<file path="config.mk">
export PLATFORM = sky130hd
export DESIGN_NAME = bus_controller_flat
export DESIGN_NICKNAME = d
export VERILOG_FILES = /design/src/hw/bus_pkg.sv /design/src/hw/bus_if.sv /design/src/hw/bus_controller.sv /design/src/flat_wrapper.sv
export VERILOG_INCLUDE_DIRS = /design/src /design/src/include
export SDC_FILE = /design/constraint.sdc
export NUM_CORES = 1
export LEC_CHECK = 0
export ABC_AREA = 1
export BUFFER_PORTS_ARGS = -buffer_cell sky130_fd_sc_hd__clkbuf_2
export CORE_AREA = 3 3 118 120
export DETAILED_ROUTE_END_ITERATION = 8
export DIE_AREA = 0 0 121 123
export PLACE_DENSITY = 0.71
export SLEW_MARGIN = 20
export SYNTH_ARGS = -nofsm -noshare
export SYNTH_HDL_FRONTEND = slang
export SYNTH_SLANG_ARGS = --single-unit
export TNS_END_PERCENT = 50
</file>
<file path="constraint.sdc">
create_clock -name clock -period 3.01 [get_ports clock]
set_input_delay 0.301 -clock clock [delete_from_list [all_inputs] [get_ports clock]]
set_output_delay 0.301 -clock clock [all_outputs]
set_load 0.01 [all_outputs]
</file>
<file path="src/include/soc_macros.svh">
`ifndef SOC_MACROS_SVH
`define SOC_MACROS_SVH

// Memory depths in 32-bit words
`define SOC_ROM_WORDS 32
`define SOC_RAM_WORDS 1024

// Region numbers sit in address bits 31:28
// Chipselect bit n belongs to region n
`define SOC_REGION_ROM 0
`define SOC_REGION_RAM 1
`define SOC_REGION_IO  2

// Each vector points at its own handler slot in RAM
`define SOC_VECTOR_STEP 16
`define SOC_VECTOR(i) ((32'(`SOC_REGION_RAM) << 28) + (32'(i) * `SOC_VECTOR_STEP))

`endif

</file>
<file path="src/hw/bus_pkg.sv">
package bus_pkg;

  // Byte address, top nibble picks the region
  typedef logic [31:0] addr_t;

  typedef logic [31:0] data_t;

  // Bit n enables byte lane n
  typedef logic [3:0] be_t;

  // One-hot: rom, ram, io
  typedef logic [2:0] cs_t;

  typedef enum logic [1:0] {
    idle,
    access,
    respond
  } bus_state_t;

endpackage

</file>
<file path="src/hw/bus_if.sv">
interface bus_if import bus_pkg::*; ();

  addr_t address;
  data_t writedata;
  be_t   be;
  logic  read;
  logic  write;
  cs_t   cs;

  modport ctrl (
    output address,
    output writedata,
    output be,
    output read,
    output write,
    output cs
  );

  modport slave (
    input address,
    input writedata,
    input be,
    input read,
    input write,
    input cs
  );

endinterface

</file>
<file path="src/hw/bus_controller.sv">
`include "soc_macros.svh"

module bus_controller import bus_pkg::*; (
  input  logic  clock,
  input  logic  rst_n,
  input  addr_t cpu_address,
  input  logic  cpu_read,
  input  logic  cpu_write,
  input  data_t cpu_writedata,
  input  be_t   cpu_be,
  input  addr_t vga_address,
  input  logic  vga_read,
  input  data_t rom_readdata,
  input  data_t ram_readdata,
  input  data_t io_readdata,
  output data_t readdata,
  output logic  cpu_wait,
  output logic  vga_wait,
  bus_if.ctrl   bus
);

  bus_state_t state_q;
  logic       grant_vga_q;
  logic       rd_q;
  logic       wr_q;
  cs_t        cs_q;
  addr_t      addr_q;
  data_t      wdata_q;
  be_t        be_q;
  logic       cpu_req;
  logic       vga_req;
  logic       grant;
  addr_t      grant_addr;
  cs_t        cs_dec;

  assign cpu_req    = cpu_read | cpu_write;
  assign vga_req    = vga_read;
  assign grant      = (state_q == idle) && (vga_req || cpu_req);
  // Display fetch wins ties
  assign grant_addr = vga_req ? vga_address : cpu_address;

  always_comb begin
    case (grant_addr[31:28])
      `SOC_REGION_ROM: cs_dec = 3'b001;
      `SOC_REGION_RAM: cs_dec = 3'b010;
      `SOC_REGION_IO:  cs_dec = 3'b100;
      default:         cs_dec = 3'b000;
    endcase
  end

  always_ff @(posedge clock or negedge rst_n) begin
    if (!rst_n) begin
      state_q     <= idle;
      grant_vga_q <= 1'b0;
      rd_q        <= 1'b0;
      wr_q        <= 1'b0;
      cs_q        <= '0;
    end else begin
      case (state_q)
        idle: begin
          if (grant) begin
            state_q     <= access;
            grant_vga_q <= vga_req;
            rd_q        <= vga_req || (cpu_read && !cpu_write);
            wr_q        <= !vga_req && cpu_write;
            cs_q        <= cs_dec;
          end
        end
        access:  state_q <= respond;
        respond: begin
          state_q <= idle;
          rd_q    <= 1'b0;
          wr_q    <= 1'b0;
          cs_q    <= '0;
        end
        default: state_q <= idle;
      endcase
    end
  end

  // Winner's payload, held for the whole transfer
  always_ff @(posedge clock) begin
    if (grant) begin
      addr_q  <= grant_addr;
      wdata_q <= cpu_writedata;
      be_q    <= vga_req ? 4'hf : cpu_be;
    end
  end

  assign bus.address   = addr_q;
  assign bus.writedata = wdata_q;
  assign bus.be        = be_q;
  assign bus.read      = (state_q == access) && rd_q;
  assign bus.write     = (state_q == access) && wr_q;
  assign bus.cs        = cs_q;

  // Wait drops only for the master being answered
  assign cpu_wait = cpu_req && !((state_q == respond) && !grant_vga_q);
  assign vga_wait = vga_req && !((state_q == respond) && grant_vga_q);

  assign readdata = (cs_q[`SOC_REGION_ROM] ? rom_readdata : 32'h0) |
                    (cs_q[`SOC_REGION_RAM] ? ram_readdata : 32'h0) |
                    (cs_q[`SOC_REGION_IO]  ? io_readdata  : 32'h0);

  a_cs_onehot: assert property (@(posedge clock) disable iff (!rst_n) $onehot0(bus.cs));

  a_no_rd_wr: assert property (@(posedge clock) disable iff (!rst_n)
    !(bus.read && bus.write));

  // Completion answers the request that was latched at the grant
  a_cpu_done: assert property (@(posedge clock) disable iff (!rst_n)
    cpu_req && !cpu_wait |-> $past(cpu_req) && $past(cpu_req, 2) && addr_q == cpu_address);

  a_vga_done: assert property (@(posedge clock) disable iff (!rst_n)
    vga_req && !vga_wait |-> $past(vga_req) && $past(vga_req, 2) && addr_q == vga_address);

endmodule

</file>
<file path="src/flat_wrapper.sv">
// flat-port wrapper written by rule: the top's interface ports become plain ports
module bus_controller_flat import bus_pkg::*;
  (clock, rst_n, cpu_address, cpu_read, cpu_write, cpu_writedata, cpu_be, vga_address, vga_read, rom_readdata, ram_readdata, io_readdata, readdata, cpu_wait, vga_wait, bus_address, bus_writedata, bus_be, bus_read, bus_write, bus_cs);
  bus_if bus_i ();
  input  logic clock;
  input  logic rst_n;
  input  addr_t cpu_address;
  input  logic cpu_read;
  input  logic cpu_write;
  input  data_t cpu_writedata;
  input  be_t cpu_be;
  input  addr_t vga_address;
  input  logic vga_read;
  input  data_t rom_readdata;
  input  data_t ram_readdata;
  input  data_t io_readdata;
  output data_t readdata;
  output logic cpu_wait;
  output logic vga_wait;
  output wire logic [$bits(bus_i.address)-1:0] bus_address;
  output wire logic [$bits(bus_i.writedata)-1:0] bus_writedata;
  output wire logic [$bits(bus_i.be)-1:0] bus_be;
  output wire logic [$bits(bus_i.read)-1:0] bus_read;
  output wire logic [$bits(bus_i.write)-1:0] bus_write;
  output wire logic [$bits(bus_i.cs)-1:0] bus_cs;
  assign bus_address = bus_i.address;
  assign bus_writedata = bus_i.writedata;
  assign bus_be = bus_i.be;
  assign bus_read = bus_i.read;
  assign bus_write = bus_i.write;
  assign bus_cs = bus_i.cs;
  bus_controller u_core (.clock(clock), .rst_n(rst_n), .cpu_address(cpu_address), .cpu_read(cpu_read), .cpu_write(cpu_write), .cpu_writedata(cpu_writedata), .cpu_be(cpu_be), .vga_address(vga_address), .vga_read(vga_read), .rom_readdata(rom_readdata), .ram_readdata(ram_readdata), .io_readdata(io_readdata), .readdata(readdata), .cpu_wait(cpu_wait), .vga_wait(vga_wait), .bus(bus_i));
endmodule
</file>
==> run metrics <==
Die Area=14,900 µm²; fin nets=882; P_leak=0.00291 µW; Post-Synth Adder-Cell Area=0%; pin count of the biggest net entering global routing=between 40 and 50; clk_skew=between 9 and 10 ps; P&R area growth vs syn=58.6%; routing usage on met2=23.7%; GR Layer Usage met1=a little under a fifth; WL per Instance=13.1 µm; first-pass GRT wire length=between 15,000 and 20,000 µm; Core ar.=13,100 µm²; Yosys top cell area share=roughly 60%; post-synth top area cell=edfxtp_1; CP required=2710 ps; vias after detailed routing=3,601; Area contributors post-synth=edfxtp_1 59%, nand2_1 23%, dfrtp_1 5.8%; Seq cells post-synth=76; Min-Delay Path Class=input port to register; # diodes=0; mux contribution to synthesized area=0%; root buffer cell=clkbuf_16; Placed Cells=845; critical path class=register to output port; Mapped Area=roughly 3500 µm²; Post-Synthesis Cells=375; XOR/XNOR share of the synthesized area=0%; worst slew pin tran=1040 ps; PostCTS Resize Cnt=0; peak supply drop=approximately 0.29 mV; Netlist cell types=19; commonest non-fill, non-tap cell in the layout=clkbuf_2; global route overflow=0; DR vias/cell=4.18; Achievable Freq=0.484 GHz; Sum Neg Setup Slack=0 ps; layout cells sized above 1=49.7%; critical path launch point=u_core.bus.cs[1]$_DFFE_PN0P_; Final setup viols=0; worst skew pair latency=330 ps; CTS sink count=76; Slew headroom=approximately 30%; initial antenna violation count=0; clock period minus worst slack=2060 ps; worst r2r src=u_core.state_q[0]$_DFFE_PN0P_; clk slew on worst S/H paths=70 ps; synth warn=0; DP Worst Slack=1180 ps; Synth Area in Simple Gates=between 30% and 40%; most frequent cells in the layout=307 x clkbuf_2, 209 x nand2_1, 68 x edfxtp_1, 37 x nand3_1; final WL=11,300 µm; Residual DRC=0; Fin. Hold Viols=0; Placer Congestion=0.754; status=completed; max_cap viols=0; pins over their slew limit=0; number of global-route vias before repair=3,286; sequential share of the synthesized area=around two thirds; Critical Path AT=between 1500 and 2000 ps; min-delay src=cpu_writedata[30]; RSZ-0062 raised after global routing=no; Detail Placement HPWL=roughly 9200 µm; row count=42; chip height=~120 µm; CP Launch Type=register; Clock Tree Buf Depth=2; Compound-Gate Fraction of Synth Area=1.16%; Reg2Reg Setup Slack=1200 ps; Die Width=121 µm; Setup crit end kind=output port; drt initial violations=185; Final Cell Area=5500 µm²; areal power density over the cells=761 nW/µm²; post-synth net total=576; GR Layer Usage met3=under 10%; drt pass-1 iters=6; fin worst setup slack=945 ps; CTS tree=yes; most used routing layer=met2; H-tree depth=3; placed cell areas=5200 µm²; Final Cycle Share=around two thirds; number of CTS-inserted buffers=9; syn avg cell area=9.24 µm²; Top Ports=308; antenna-violating nets left=0; GRT Total Usage=roughly 14%; Starting Density=26.5%; PortBufs=307; final cell count without fillers=approximately 860; main combinational cell family by area after synthesis=simple AND/OR/NAND/NOR gates; worst-path maximum fanout=34
[per-stage QoR]
| stage | hold WS (ps) | utilization [%] | total power [µW] |
|---|---|---|---|
| floorplan | 5.41 | - | 2460 |
| global placement | 172 | 39.8 | 3210 |
| CTS | 131 | 42.0 | 4260 |
| detailed placement | 165 | 39.8 | 3230 |
| finish | 142 | 42.0 | 4180 |
| global route | 126 | 42.0 | 4470 |
[critical path, cell delays in order, from the launching register on]
cell and delay (ps):
dfrtp_1 1020, nand2_1 120, nand3_1 130, clkbuf_2 140
[where the power goes]
part / switching (µW) / internal [µW] / leakage, µW
clock network: 439 / 571 / 0.000135
registers: 174 / 1620 / 0.000756
logic: 830 / 546 / 0.00202
[repair_timing]
item                                   CTS  global route
endpoints found under the hold margin    8             0
buffers inserted                         0             0
hold buffers                             1             0
[sequential cells by signal, indices dropped and copies added (netlist names)]
signal	cells
u_core.bus.address	32
u_core.bus.be	4
u_core.bus.cs	3
u_core.bus.writedata	32
u_core.grant_vga_q	1
u_core.rd_q	1
u_core.state_q	2
u_core.wr_q	1
[final timing paths]
kind                                                            to  cells after the start
worst max-delay path                                  readdata[12]                      3
worst min-delay path            u_core.bus.writedata[30]$_DFFE_PP_                      1
worst max register to register    u_core.bus.address[15]$_DFFE_PP_                      4
worst min register to register       u_core.state_q[1]$_DFFE_PN0P_                      1
max in group asynchronous             u_core.bus.cs[0]$_DFFE_PN0P_                      2
min in group asynchronous            u_core.state_q[1]$_DFFE_PN0P_                      2
[layer usage]
metal  vias up  part of all wire [%]
met5         -                     0
met4         0                   1.2
met3        10                   9.1
met2       196                    49
met1      1563                    41
li1       1832                     -
[cells by family after synthesis]
kind of cell,after synthesis
AOI/OAI and AO/OA,7
DFF,76
buffers and inverters,30
and+or+nand+nor,262
[layout make-up]
type	instances	area (µm²)
Clock buffer	9	225
Clock inverter	7	57.6
Fill cell	1268	7590
Inverter	10	37.5
Multi-Input combinational cell	269	1100
Sequential cell	76	2240
Tap cell	176	220
Timing Repair Buffer	315	1610
[cells in the mapped netlist]
| cell type | instances |
|---|---|
| buf_6 | 1 |
| inv_1 | 9 |
| o21ai_0 | 3 |
| edfxtp_1 | 68 |
| nand2_1 | 209 |
| clkbuf_1 | 12 |
| inv_2 | 1 |
| nor2_2 | 1 |
| nand3_1 | 37 |
| a21oi_1 | 1 |
| a21oi_2 | 1 |
| o22ai_1 | 1 |
| nor2_1 | 6 |
| buf_2 | 7 |
| or2_2 | 5 |
| dfrtp_1 | 8 |
| o21ai_1 | 1 |
| and3_1 | 2 |
| nand2_2 | 2 |
No activity file was read; power rests on OpenSTA's default activity.
