## src/include/soc_macros.svh

```systemverilog
`ifndef SOC_MACROS_SVH
`define SOC_MACROS_SVH

// Memory depths in 32-bit words
`define SOC_ROM_WORDS 32
`define SOC_RAM_WORDS 1024

// Region numbers sit in address bits 31:28
// Chipselect bit n belongs to region n
`define SOC_REGION_ROM 0
`define SOC_REGION_RAM 1
`define SOC_REGION_IO  2

// Each vector points at its own handler slot in RAM
`define SOC_VECTOR_STEP 16
`define SOC_VECTOR(i) ((32'(`SOC_REGION_RAM) << 28) + (32'(i) * `SOC_VECTOR_STEP))

`endif

```

## src/hw/bus_pkg.sv

```systemverilog
package bus_pkg;

  // Byte address, top nibble picks the region
  typedef logic [31:0] addr_t;

  typedef logic [31:0] data_t;

  // Bit n enables byte lane n
  typedef logic [3:0] be_t;

  // One-hot: rom, ram, io
  typedef logic [2:0] cs_t;

  typedef enum logic [1:0] {
    idle,
    access,
    respond
  } bus_state_t;

endpackage

```

## src/hw/io_pkg.sv

```systemverilog
package io_pkg;

  typedef logic [17:0] led_t;

  typedef logic [3:0] nibble_t;

  // Active low, bit 0 is segment a
  typedef logic [6:0] seg7_t;

endpackage

```

## src/hw/bus_if.sv

```systemverilog
interface bus_if import bus_pkg::*; ();

  addr_t address;
  data_t writedata;
  be_t   be;
  logic  read;
  logic  write;
  cs_t   cs;

  modport ctrl (
    output address,
    output writedata,
    output be,
    output read,
    output write,
    output cs
  );

  modport slave (
    input address,
    input writedata,
    input be,
    input read,
    input write,
    input cs
  );

endinterface

```

## src/hw/io_regs.sv

```systemverilog
`include "soc_macros.svh"

module io_regs import bus_pkg::*, io_pkg::*; (
  input  logic         clock,
  input  logic         rst_n,
  bus_if.slave         bus,
  output data_t        readdata,
  output led_t         leds,
  output seg7_t [7:0]  hex_segs
);

  led_t  led_q;
  data_t hex_q;
  logic  sel;

  assign sel = bus.cs[`SOC_REGION_IO];

  function automatic seg7_t hex_to_seg(nibble_t d);
    case (d)
      4'h0:    hex_to_seg = 7'b1000000;
      4'h1:    hex_to_seg = 7'b1111001;
      4'h2:    hex_to_seg = 7'b0100100;
      4'h3:    hex_to_seg = 7'b0110000;
      4'h4:    hex_to_seg = 7'b0011001;
      4'h5:    hex_to_seg = 7'b0010010;
      4'h6:    hex_to_seg = 7'b0000010;
      4'h7:    hex_to_seg = 7'b1111000;
      4'h8:    hex_to_seg = 7'b0000000;
      4'h9:    hex_to_seg = 7'b0010000;
      4'ha:    hex_to_seg = 7'b0001000;
      4'hb:    hex_to_seg = 7'b0000011;
      4'hc:    hex_to_seg = 7'b1000110;
      4'hd:    hex_to_seg = 7'b0100001;
      4'he:    hex_to_seg = 7'b0000110;
      default: hex_to_seg = 7'b0001110;
    endcase
  endfunction

  // Word 0 is leds, word 1 is the hex display
  always_ff @(posedge clock or negedge rst_n) begin
    if (!rst_n) begin
      led_q <= '0;
      hex_q <= '0;
    end else if (sel && bus.write) begin
      if (!bus.address[2]) begin
        if (bus.be[0]) led_q[7:0]   <= bus.writedata[7:0];
        if (bus.be[1]) led_q[15:8]  <= bus.writedata[15:8];
        if (bus.be[2]) led_q[17:16] <= bus.writedata[17:16];
      end else begin
        for (int i = 0; i < 4; i++) begin
          if (bus.be[i]) hex_q[8*i +: 8] <= bus.writedata[8*i +: 8];
        end
      end
    end
  end

  always_ff @(posedge clock) begin
    if (sel && bus.read) begin
      readdata <= bus.address[2] ? hex_q : {14'h0, led_q};
    end
  end

  assign leds = led_q;

  always_comb begin
    for (int i = 0; i < 8; i++) begin
      hex_segs[i] = hex_to_seg(hex_q[4*i +: 4]);
    end
  end

endmodule

```

## src/flat_wrapper.sv

```systemverilog
// flat-port wrapper written by rule: the top's interface ports become plain ports
module io_regs_flat import bus_pkg::*, io_pkg::*;
  (clock, rst_n, readdata, leds, hex_segs, bus_address, bus_writedata, bus_be, bus_read, bus_write, bus_cs);
  bus_if bus_i ();
  input  logic clock;
  input  logic rst_n;
  output data_t readdata;
  output led_t leds;
  output seg7_t [7:0] hex_segs;
  input wire logic [$bits(bus_i.address)-1:0] bus_address;
  input wire logic [$bits(bus_i.writedata)-1:0] bus_writedata;
  input wire logic [$bits(bus_i.be)-1:0] bus_be;
  input wire logic [$bits(bus_i.read)-1:0] bus_read;
  input wire logic [$bits(bus_i.write)-1:0] bus_write;
  input wire logic [$bits(bus_i.cs)-1:0] bus_cs;
  assign bus_i.address = bus_address;
  assign bus_i.writedata = bus_writedata;
  assign bus_i.be = bus_be;
  assign bus_i.read = bus_read;
  assign bus_i.write = bus_write;
  assign bus_i.cs = bus_cs;
  io_regs u_core (.clock(clock), .rst_n(rst_n), .bus(bus_i), .readdata(readdata), .leds(leds), .hex_segs(hex_segs));
endmodule
```

## config.mk

```make
export PLATFORM = sky130hd
export DESIGN_NAME = io_regs_flat
export DESIGN_NICKNAME = d
export VERILOG_FILES = /design/src/hw/bus_pkg.sv /design/src/hw/io_pkg.sv /design/src/hw/bus_if.sv /design/src/hw/io_regs.sv /design/src/flat_wrapper.sv
export VERILOG_INCLUDE_DIRS = /design/src /design/src/include
export SDC_FILE = /design/constraint.sdc
export NUM_CORES = 1
export LEC_CHECK = 0
export BUFFER_PORTS_ARGS = -buffer_cell sky130_fd_sc_hd__clkbuf_2
export CORE_UTILIZATION = 50
export CTS_BUF_LIST = sky130_fd_sc_hd__clkbuf_8 sky130_fd_sc_hd__clkbuf_16
export DETAILED_ROUTE_END_ITERATION = 7
export PLACE_DENSITY = 0.8
export SLEW_MARGIN = 20
export SYNTH_ARGS = -nofsm -noshare
export SYNTH_HDL_FRONTEND = slang
export SYNTH_SLANG_ARGS = --single-unit
```

## constraint.sdc

```tcl
create_clock -name clock -period 2.95 [get_ports clock]
set_input_delay 0.295 -clock clock [delete_from_list [all_inputs] [get_ports clock]]
set_output_delay 0.295 -clock clock [all_outputs]
set_load 0.02 [all_outputs]
```

==> results of run 1 <==
-- power breakdown --
part           leakage [nW]  switching, W  internal [W]
Sequential            0.905      0.000355       0.00139
Clock                 0.104      0.000394      0.000384
Combinational          1.97       0.00111      0.000840
Total                  2.98       0.00186       0.00262
-- how the worst max path moves through the flow --
| stage | startpoint | end | slack [ns] | cells after the start |
|---|---|---|---|---|
| after floorplan | u_core.hex_q[29]$_DFFE_PN0P_ | hex_segs[49] | 1.19 | 5 |
| after global placement | u_core.hex_q[29]$_DFFE_PN0P_ | hex_segs[49] | 1.06 | 6 |
| after detailed placement | u_core.hex_q[29]$_DFFE_PN0P_ | hex_segs[49] | 1.00 | 6 |
| after CTS | u_core.hex_q[29]$_DFFE_PN0P_ | hex_segs[49] | 0.60 | 6 |
| after global routing | u_core.hex_q[29]$_DFFE_PN0P_ | hex_segs[49] | 0.48 | 6 |
| final | u_core.hex_q[29]$_DFFE_PN0P_ | hex_segs[49] | 0.61 | 6 |
-- metal layers --
layer | part of all wire [%] | GRT usage [%] | routed length (µm)
met5 | 0 | 0 | 0
met2 | 49 | 35.3 | 5390
met3 | 5.3 | 4.39 | 583
met1 | 45 | 26.4 | 4950
met4 | 1.5 | 6.53 | 172
-- layout by cell type, fill, tap and decap left out, types with 2 or more instances in the layout --
cell                       count
sky130_fd_sc_hd__nand3_4       2
sky130_fd_sc_hd__dfrtp_1      50
sky130_fd_sc_hd__a22o_1        4
sky130_fd_sc_hd__o21a_1        8
sky130_fd_sc_hd__edfxtp_1     32
sky130_fd_sc_hd__inv_1        26
sky130_fd_sc_hd__o211ai_1      5
sky130_fd_sc_hd__or3b_2        2
sky130_fd_sc_hd__o22ai_1       3
sky130_fd_sc_hd__o31ai_1       2
sky130_fd_sc_hd__clkbuf_8      9
sky130_fd_sc_hd__mux2_2       69
sky130_fd_sc_hd__clkbuf_2    147
sky130_fd_sc_hd__or2_2         4
sky130_fd_sc_hd__nor2_1       20
sky130_fd_sc_hd__a31oi_1       4
sky130_fd_sc_hd__nor2b_1       4
sky130_fd_sc_hd__clkinv_2      4
sky130_fd_sc_hd__mux2i_1      23
sky130_fd_sc_hd__nand2b_1      6
sky130_fd_sc_hd__nand4_2       4
sky130_fd_sc_hd__nand2_1      17
sky130_fd_sc_hd__a31o_2        3
sky130_fd_sc_hd__a32o_1        3
sky130_fd_sc_hd__mux4_2        4
sky130_fd_sc_hd__a21oi_1      14
sky130_fd_sc_hd__ha_1         56
sky130_fd_sc_hd__o21ai_0      28
sky130_fd_sc_hd__and2_1       16
sky130_fd_sc_hd__nand3_1       9
sky130_fd_sc_hd__buf_4         2
sky130_fd_sc_hd__a211oi_1      3
-- through the flow --
step                      setup WS (ns)  power (W)  std cells  area (µm²)  util (%)
after floorplan                    1.19    0.00312        449        5240         -
after global placement             1.06    0.00365        712        6050      59.1
after detailed placement           1.00    0.00373        712        6050      59.1
after CTS                         0.597    0.00452        728        6230      60.9
after global routing              0.482    0.00478        728        6230      60.9
final                             0.607    0.00448        728        6230      60.9
-- state kept, by name, indices dropped and copies added (netlist names) --
| register | count |
|---|---|
| u_core.hex_q | 32 |
| u_core.readdata | 32 |
| u_core.leds | 18 |
-- final cells by class --
class	count	area [µm²]
inverter	25	93.8
clock buffer	9	124
tap	136	170
sequential	82	2210
fill	852	4000
timing repair buffer	149	751
clock inverter	7	62.6
multi-input combinational	320	2820
-- cells by family (layout without fill, tap and decap cells) --
logic type	after synthesis	in the layout	share of synthesized area [%]
buf+inv	47	190	3.94
compound gates	79	79	9.51
flops	82	82	42.2
simple gates	88	88	9.72
mux	97	97	21.2
fa+ha+maj	56	56	13.4
==> metrics.sh, run 1 <==
FLOORPLAN.ROWS=37
COUNT_OF_FLIP_FLOPS_WITH_A_BUILT_IN_ENABLE_AFTER_SYNTHESIS=32
SEQUENTIAL_FRACTION_OF_THE_SYNTHESIS_AREA_PCT=42.2
GRT.TOTAL_USAGE_PCT=20.8
SYNTH_CELLS=449
CTS_SETUP_BUFFERS=0
DESIGN.DIE.AREA_MM2=0.0109
MAXCLOCKFREQUENCY_GHz=0.427
CP_MAX_FO=7
TIMING.HOLD.WS_NS=0.00641
SKEW_NS=0.0106
PATH_BUF_INV=2
NETLIST_AREA_MM2=0.00524
ANTENNA_CELLS_INSERTED=0
PLACE.DETAILED.HPWL_UM=8150
WORST_PATH_ARRIVAL_NS=2.05
DIE_WIDTH_UM=104
RSZ0062_AT_GRT='no'
GRT_START_MAX_NET_PINS=33
DRTITER0DRC=155
CTS.REPORTEDPATHS.CLKPINSLEW_NS=0.08
CELLS_ALONG_THE_CRITICAL_PATH='inv_1 > ha_1 > nor2b_1 > or3b_2 > o21ai_0 > clkbuf_2'
YS_WARN_COUNT=0
POWER_DENSITY_mW_PER_MM2=718
SYNTHMOSTINSTANTIATEDCELL='sky130_fd_sc_hd__mux2_2'
DRT_DRC_VIOLATIONS_LEFT=0
DR.PASS1.ITERS=4
CTS_BUFFER_DEPTH=2
ROUTEDWLPERCELL_UM=15.2
WORSTPATHREQUIRED_NS=2.65
YS_SEQ_ELEMENTS=82
CTS_RESIZED=0
MAX_SLEW_HEADROOM_AT_THE_WORST_PIN_PCT=43.2
GRT_ANTENNA_BEFORE_REPAIR=0
CTS_BUFFERS=9
YS_ASYNC_SR_FRACTION_PCT=61.0
TIMING.CRITICAL_PATH.TO_TYPE='output port'
CP_TOP_FAMILY='simple AND/OR/NAND/NOR gates'
SYNTH_LARGEST_AREA_CELL='sky130_fd_sc_hd__dfrtp_1'
TIMING.CRITICAL_PATH.SLOWEST_CELL_DELAY_NS=0.48
MIN_PERIOD_NS=2.34
SYNTH-MAIN-FF-CELL='sky130_fd_sc_hd__dfrtp_1'
CLOCKROOTBUFFER='sky130_fd_sc_hd__clkbuf_8'
REG2REG_SETUP_SLACK_NS=1.81
FINALNETCOUNT=718
VIASPERCELL=5.36
SETUP_TNS_NS=0
TIMING_HOLD_VIOLATIONS_FINAL=0
WORSTREGTOREGCELLS=1
DESIGN.PORTCOUNT=181
ANTENNA_VIOLATING_NETS_POST_ROUTE=0
COREAREA_MM2=0.0102
GLOBAL_ROUTE_WIRE_LENGTH_BEFORE_REPAIR_UM=18200
CRIT_TYPE='reg2out'
RUN_STATUS='finished clean'
INITIAL_STANDARD_CELL_UTILIZATION_OF_THE_CORE_PCT=51.2
NUM_VIAS=3904
SLOWEST_STAGE='sky130_fd_sc_hd__dfrtp_1'
HOLD_CLASS='in2async'
VIAS_IN_THE_FIRST_GLOBAL_ROUTE=3712
COMMONEST_CELLS_POST_SYNTH='69 x sky130_fd_sc_hd__mux2_2, 56 x sky130_fd_sc_hd__ha_1, 50 x sky130_fd_sc_hd__dfrtp_1'
RR_STARTPOINT='u_core.hex_q[7]$_DFFE_PN0P_'
SYNTH.LIB_CELLS_USED.DISTINCT=38
POSTCTSHOLDBUFS=0
SYNTH_TOP_CELLS_BY_AREA='sky130_fd_sc_hd__dfrtp_1 24%, sky130_fd_sc_hd__edfxtp_1 18%, sky130_fd_sc_hd__mux2_2 15%, sky130_fd_sc_hd__ha_1 13%, sky130_fd_sc_hd__mux2i_1 4.4%'
CTS_TREE='built'
DIE-HEIGHT_UM=104
CTS_SINKS=82
DRIVE_GT1_SHARE_PCT=43.1
RR_ENDPOINT='u_core.readdata[7]$_DFFE_PP_'
MAX_CAP_VIOL_COUNT=0
TIMING.FINAL.MAX_SLEW_VIOLATIONS=0
SYN-NUM-NETS=580
P_LEAK_nW=2.98
PLACE_CONGESTION=0.897
STARTPOINT_TYPE='register'
PORTBUFFERS=147
SYNTH_TOP_AREA_SHARE_PCT=23.9
CTS_HTREE_LEVELS=3
WORST_SLEW_PIN_SLEW_NS=0.852
RATIO_OF_FINAL_MINIMUM_PERIOD_TO_CLOCK_PERIOD_PCT=79.4
SETUP_VIOL=0
WORST_SKEW_PAIR.LATE_LATENCY_NS=0.34
GLOBALROUTE.TOTALOVERFLOW=0
AREA_DELTA_SYNTH_FINAL_PCT=19.0
POST_SYNTH.CELL_AREA_AVG_UM2=11.7
ROUTE.FINAL.WIRE_LENGTH_UM=11100
MAXIMUM_VDD_DROP_uV=474
Note: power is estimated with default switching activity, not from simulation.
==> run 2, diff against run 1 <==
Settings changed: ABC_AREA set to 1, CORE_UTILIZATION 50 to 47, PLACE_DENSITY 0.8 to 0.78.
Clock period 2.95 ns to 2 ns, I/O delays scaled along.
==> run 2 against run 1 <==
Net effect:
- routed wire length increased by 15%
- design area up 5.8%
- worst hold slack gained 0.059 ns
- sequential power is 37% higher
- largest cell class unchanged
- largest power group unchanged
==> metrics.sh, run 2 <==
POST_SYNTH.CELL_AREA_AVG_UM2=7.30
DRTITER0DRC=303
FLOORPLAN.ROWS=38
CTS.REPORTEDPATHS.CLKPINSLEW_NS=0.06
LAYOUT_SETUP_WS_NS=0.0995
INITIAL_STANDARD_CELL_UTILIZATION_OF_THE_CORE_PCT=49.1
DPL_CELL_AREA_MM2=0.00629
AREA_DELTA_SYNTH_FINAL_PCT=21.8
COMMONEST_CELLS_POST_SYNTH='327 x sky130_fd_sc_hd__nand2_1, 93 x sky130_fd_sc_hd__nand3_1, 81 x sky130_fd_sc_hd__inv_1'
VIASPERCELL=4.90
CTS_BUFFERS=9
CRIT_TYPE='reg2out'
SYNTHMOSTINSTANTIATEDCELL='sky130_fd_sc_hd__nand2_1'
DR.PASS1.ITERS=5
SETUP_VIOL=0
DESIGN.PORTCOUNT=181
GRT_ANTENNA_BEFORE_REPAIR=0
MAX_CAP_VIOL_COUNT=0
PLACE_CONGESTION=0.863
REG2REG_SETUP_SLACK_NS=0.86
WORST_PATH_ARRIVAL_NS=1.70
SEQUENTIAL_FRACTION_OF_THE_SYNTHESIS_AREA_PCT=40.8
POWER_DENSITY_mW_PER_MM2=991
SETUP_TNS_NS=0
MIN_PERIOD_NS=1.90
CLOCKROOTBUFFER='sky130_fd_sc_hd__clkbuf_16'
FINALNETCOUNT=1016
PORTBUFFERS=147
STARTPOINT_TYPE='register'
TIMING.FINAL.MAX_SLEW_VIOLATIONS=0
MAX_SLEW_HEADROOM_AT_THE_WORST_PIN_PCT=61.2
ANTENNA_VIOLATING_NETS_POST_ROUTE=0
SYNTH-MAIN-FF-CELL='sky130_fd_sc_hd__dfrtp_1'
GRT.TOTAL_USAGE_PCT=21.8
YS_WARN_COUNT=0
VIAS_IN_THE_FIRST_GLOBAL_ROUTE=4236
SYNTH_TOP_CELLS_BY_AREA='sky130_fd_sc_hd__dfrtp_1 23%, sky130_fd_sc_hd__nand2_1 23%, sky130_fd_sc_hd__edfxtp_1 18%, sky130_fd_sc_hd__ha_1 13%, sky130_fd_sc_hd__nand3_1 8.6%'
RATIO_OF_FINAL_MINIMUM_PERIOD_TO_CLOCK_PERIOD_PCT=95.0
WORST_SLEW_PIN_SLEW_NS=0.583
YS_ASYNC_SR_FRACTION_PCT=61.0
FINAL_CELL_MIX='327 x sky130_fd_sc_hd__nand2_1, 147 x sky130_fd_sc_hd__clkbuf_2, 93 x sky130_fd_sc_hd__nand3_1'
CP_MAX_FO=6
WORST_SKEW_PAIR.LATE_LATENCY_NS=0.33
SKEW_NS=0.00272
CTS_BUFFER_DEPTH=2
WORSTPATHREQUIRED_NS=1.80
SYNTH.LIB_CELLS_USED.DISTINCT=18
CTS_TREE='built'
SYNTH_TOP_AREA_SHARE_PCT=23.1
NETLIST_AREA_MM2=0.00542
RUN_STATUS='finished clean'
DIE_WIDTH_UM=109
NUM_VIAS=5052
SYN-NUM-NETS=873
TIMING_HOLD_VIOLATIONS_FINAL=0
GLOBALROUTE.TOTALOVERFLOW=0
DRT_DRC_VIOLATIONS_LEFT=0
YS_SEQ_ELEMENTS=82
COREAREA_MM2=0.0110
DP_WORST_SETUP_SLACK_NS=0.423
FINALINSTANCEAREA_MM2=0.00660
TIMING.CRITICAL_PATH.TO_TYPE='output port'
P_LEAK_nW=3.80
HOLD_CLASS='in2reg'
SYNTH_LARGEST_AREA_CELL='sky130_fd_sc_hd__dfrtp_1'
ROUTE.FINAL.WIRE_LENGTH_UM=12800
DIE-HEIGHT_UM=109
GRT_START_MAX_NET_PINS=27
MAXCLOCKFREQUENCY_GHz=0.526
MOST_COMMON_CELL_AFTER_LAYOUT_FILL_AND_TAPS_ASIDE='sky130_fd_sc_hd__nand2_1'
DRIVE_GT1_SHARE_PCT=21.5
GLOBAL_ROUTE_WIRE_LENGTH_BEFORE_REPAIR_UM=20400
SYNTH_CELLS=742
MAXIMUM_VDD_DROP_uV=512
COUNT_OF_FLIP_FLOPS_WITH_A_BUILT_IN_ENABLE_AFTER_SYNTHESIS=32
RSZ0062_AT_GRT='no'
CTS_HTREE_LEVELS=3
ANTENNA_CELLS_INSERTED=0
ROUTEDWLPERCELL_UM=12.4
CTS_SINKS=82
DESIGN.DIE.AREA_MM2=0.0120
PLACE.DETAILED.HPWL_UM=9500
## run 2: routing by layer
| layer | vias to the layer above | global-route usage, % | share of wire, % |
|---|---|---|---|
| li1 | 2605 | - | - |
| met1 | 2278 | 30.8 | 48 |
| met2 | 151 | 34.3 | 45 |
| met3 | 18 | 3.56 | 5.5 |
| met4 | 0 | 6.86 | 1.3 |
| met5 | - | 0 | 0 |
## run 2: cell type report
type	instances	area [µm²]
tap	140	175
multi-input combinational	554	2770
fill	1057	4440
clock inverter	7	62.6
clock buffer	9	225
sequential	82	2220
timing repair buffer	156	831
inverter	82	308
## run 2: critical path: stages, from the launching register on
cell and delay [ns]:
sky130_fd_sc_hd__dfrtp_1 0.47, sky130_fd_sc_hd__inv_1 0.18, sky130_fd_sc_hd__ha_1 0.35, sky130_fd_sc_hd__nand2_1 0.06, sky130_fd_sc_hd__nand3_1 0.08, sky130_fd_sc_hd__nand2_1 0.07, sky130_fd_sc_hd__clkbuf_2 0.16
## run 2: what timing repair did
action | 4_1_cts | 5_1_grt
hold endpoints to repair | 19 | 0
endpoints found under the setup margin | 0 | 8
setup buffers | 0 | 0
resized for setup | 0 | 13
hold buffers | 1 | 0
## run 2: logic make-up (layout without fill, tap and decap cells)
group / Yosys count / in the layout / synth area share (%)
simple gates: 462 / 462 / 34.9
buf+inv: 106 / 254 / 7.99
fa+ha+maj: 56 / 56 / 12.9
flops: 82 / 82 / 40.8
compound gates: 36 / 36 / 3.33
## run 2: report_power, final
part           total (W)  switching (W)  internal (W)
combinational    0.00253        0.00168      0.000850
clock            0.00160       0.000648      0.000953
sequential       0.00240       0.000391       0.00201
## run 2: path summary, 6_finish.rpt
check / startpoint / to / depth (start not counted)
worst max-delay path: u_core.hex_q[0]$_DFFE_PN0P_ / hex_segs[3] / 6
worst min-delay path: bus_writedata[25] / u_core.hex_q[25]$_DFFE_PN0P_ / 3
worst max register to register: u_core.hex_q[6]$_DFFE_PN0P_ / u_core.readdata[6]$_DFFE_PP_ / 2
worst min register to register: u_core.leds[10]$_DFFE_PN0P_ / u_core.leds[10]$_DFFE_PN0P_ / 2
max in group asynchronous: rst_n / u_core.hex_q[29]$_DFFE_PN0P_ / 3
min in group asynchronous: rst_n / u_core.hex_q[11]$_DFFE_PN0P_ / 2
## run 2: metrics by stage
stage | power [W] | instances | hold slack (ns) | utilization [%]
6_report | 0.00654 | 1030 | 0.0659 | 59.8
2_1_floorplan | 0.00414 | 742 | -0.0956 | -
4_1_cts | 0.00656 | 1030 | 0.0590 | 59.7
3_3_place_gp | 0.00490 | 1013 | 0.224 | 57.0
5_1_grt | 0.00700 | 1030 | 0.0680 | 59.8
3_5_place_dp | 0.00495 | 1013 | 0.223 | 57.0
==> run 3, diff against run 2 <==
==> constraint.sdc (replaced) <==
create_clock -name clock -period 2 [get_ports clock]
set_input_delay 0.2 -clock clock [delete_from_list [all_inputs] [get_ports clock]]
set_output_delay 0.2 -clock clock [all_outputs]
set_load 0.005 [all_outputs]
==> run 3 against run 2 <==
Net effect:
- the run now ends with negative hold slack left
- final cell count barely moved
- sequential share of layout area barely moved
- critical path depth rose by 2
==> metrics.sh, run 3 (same netlist as run 2, synthesis figures left out) <==
RUN_STATUS='finished, violations left'
VIOLATIONS='negative hold slack'
INITIAL_STANDARD_CELL_UTILIZATION_OF_THE_CORE_PCT=49.1
PATH_COMMON_CELL='sky130_fd_sc_hd__nand2_1'
CTS_BUFFERS=9
WORST_SLEW_PIN_SLEW_NS=0.647
DIE-HEIGHT_UM=109
SW_FRAC_OF_TOTAL_PCT=35.7
CELLS_ALONG_THE_CRITICAL_PATH='inv_1 > ha_1 > inv_1 > nand2_1 > nand2_1 > nand2_1 > nand2_1 > clkbuf_2'
RATIO_OF_FINAL_MINIMUM_PERIOD_TO_CLOCK_PERIOD_PCT=92.6
GRT_BUSIEST_LAYER='met2'
ANTENNA_VIOLATING_NETS_POST_ROUTE=0
CELLINTERNALPOWER_W=0.00392
TIMING_HOLD_VIOLATIONS_FINAL=48
POSTCTSHOLDBUFS=0
TOTALPOWERFINAL_W=0.00610
COREAREA_MM2=0.0110
SLOWEST_STAGE='sky130_fd_sc_hd__dfrtp_1'
GRT_START_MAX_NET_PINS=51
VIASPERCELL=4.90
GRT.TOTAL_USAGE_PCT=21.9
CLOCKPOWERSHARE_PCT=28.2
CTS_HTREE_LEVELS=3
DIE_WIDTH_UM=109
MIN_PERIOD_NS=1.85
ROUTEDWLPERCELL_UM=12.3
CLOCKROOTBUFFER='sky130_fd_sc_hd__clkbuf_16'
POWER_DENSITY_mW_PER_MM2=928
POWER_FRAC_SEQ_PCT=39.2
GLOBALROUTE.TOTALOVERFLOW=0
FINALNETCOUNT=1015
CRIT_TYPE='reg2out'
FLOORPLAN.ROWS=38
FINAL_CELL_MIX='327 x sky130_fd_sc_hd__nand2_1, 147 x sky130_fd_sc_hd__clkbuf_2, 93 x sky130_fd_sc_hd__nand3_1'
DRT_DRC_VIOLATIONS_LEFT=0
SETUP_TNS_NS=0
DESIGN.PORTCOUNT=181
CTS_BUFFER_DEPTH=2
PLACE.DETAILED.HPWL_UM=9320
WORST_PATH_ARRIVAL_NS=1.65
GRT_ANTENNA_BEFORE_REPAIR=0
COMBINATIONALPOWERSHARE_PCT=32.6
TIMING.CRITICAL_PATH.SLOWEST_CELL_DELAY_NS=0.44
CP_TOP_FAMILY='flip-flops'
ROUTE.FINAL.WIRE_LENGTH_UM=12700
DRTITER0DRC=326
P_SW_W=0.00218
VIAS_IN_THE_FIRST_GLOBAL_ROUTE=4379
WORST_SKEW_PAIR.LATE_LATENCY_NS=0.33
MAX_CAP_VIOL_COUNT=0
CTS_RESIZED=0
NUM_VIAS=5046
CP_MAX_FO=6
RSZ0062_AT_GRT='no'
PORTBUFFERS=147
TOTAL_NUMBER_OF_CELLS_ALONG_THE_WORST_SETUP_PATH=8
WORSTREGTOREGCELLS=2
TIMING.HOLD.WS_NS=-0.0172
DRIVE_GT1_SHARE_PCT=20.5
CTS_TREE='built'
PLACE_CONGESTION=0.867
WORSTPATHREQUIRED_NS=1.80
AREA_DELTA_SYNTH_FINAL_PCT=21.4
N_FILL_CELL=1063
CTS_SETUP_BUFFERS=0
DESIGN.DIE.AREA_MM2=0.0120
PATH_BUF_INV=3
TIMING.CRITICAL_PATH.TO_TYPE='output port'
P_LEAK_nW=3.81
CTS_SINKS=82
DR.PASS1.ITERS=5
HOLD_CLASS='in2async'
GLOBALROUTEMET3UTIL_PCT=3.38
GLOBALROUTEMET1UTIL_PCT=30.4
GLOBAL_ROUTE_WIRE_LENGTH_BEFORE_REPAIR_UM=20600
STARTPOINT_TYPE='register'
TIMING.FINAL.MAX_SLEW_VIOLATIONS=0
CTS.REPORTEDPATHS.CLKPINSLEW_NS=0.06
MOST_COMMON_CELL_AFTER_LAYOUT_FILL_AND_TAPS_ASIDE='sky130_fd_sc_hd__nand2_1'
MAXIMUM_VDD_DROP_uV=449
GLOBALROUTEMET2UTIL_PCT=34.7
ANTENNA_CELLS_INSERTED=0
SKEW_NS=0.00393
MAX_SLEW_HEADROOM_AT_THE_WORST_PIN_PCT=56.9
MAXCLOCKFREQUENCY_GHz=0.540
SETUP_VIOL=0
[run 3: power groups by stage]
stage	Clock [W]	Sequential, W	Combinational [W]
finish	0.00172	0.00239	0.00199
detailed placement	0	0.00241	0.00199
global route	0.00181	0.00245	0.00232
global placement	0	0.00241	0.00194
floorplan	0	0.00222	0.00138
CTS	0.00175	0.00238	0.00200
[run 3: layout make-up]
class                      count  area [µm²]  area share, %
multi-input combinational    554        2770           42.1
sequential                    82        2220           33.7
clock buffer                   9         225           3.42
inverter                      82         308           4.68
timing repair buffer         155         796           12.1
clock inverter                 7        85.1           1.29
tap                          140         175           2.66
[run 3: routing by layer]
layer	part of all wire, %	up-vias
met2	45	157
met1	47	2271
li1	-	2597
met3	6.1	21
met5	0	-
met4	2.0	0
[run 3: stage by stage]
stage               hold WS [ns]  instance area, µm²  utilization [%]  setup WS, ns  cells
finish                   -0.0172                6580             59.6         0.148   1029
global route              0.0516                6580             59.6        0.0279   1029
CTS                      0.00960                6570             59.6         0.118   1029
detailed placement         0.363                6260             56.8         0.446   1013
global placement           0.352                6260             56.8         0.480   1013
floorplan                -0.0956                5420                -         0.709    742
[run 3: final timing paths]
check / startpoint / end / slack [ns]
max: u_core.hex_q[4]$_DFFE_PN0P_ / hex_segs[10] / 0.15
min: rst_n / u_core.hex_q[15]$_DFFE_PN0P_ / -0.02
max reg2reg: u_core.hex_q[14]$_DFFE_PN0P_ / u_core.readdata[14]$_DFFE_PP_ / 0.85
min reg2reg: u_core.leds[17]$_DFFE_PN0P_ / u_core.leds[17]$_DFFE_PN0P_ / 0.51
max in group asynchronous: rst_n / u_core.hex_q[29]$_DFFE_PN0P_ / 1.55
min in group clock: bus_writedata[28] / u_core.hex_q[28]$_DFFE_PN0P_ / 0.07
[run 3: worst register-to-register path, stage by stage (launching register included)]
cell	delay, ns
sky130_fd_sc_hd__dfrtp_1	0.57
sky130_fd_sc_hd__inv_1	0.23
sky130_fd_sc_hd__a21oi_1	0.20
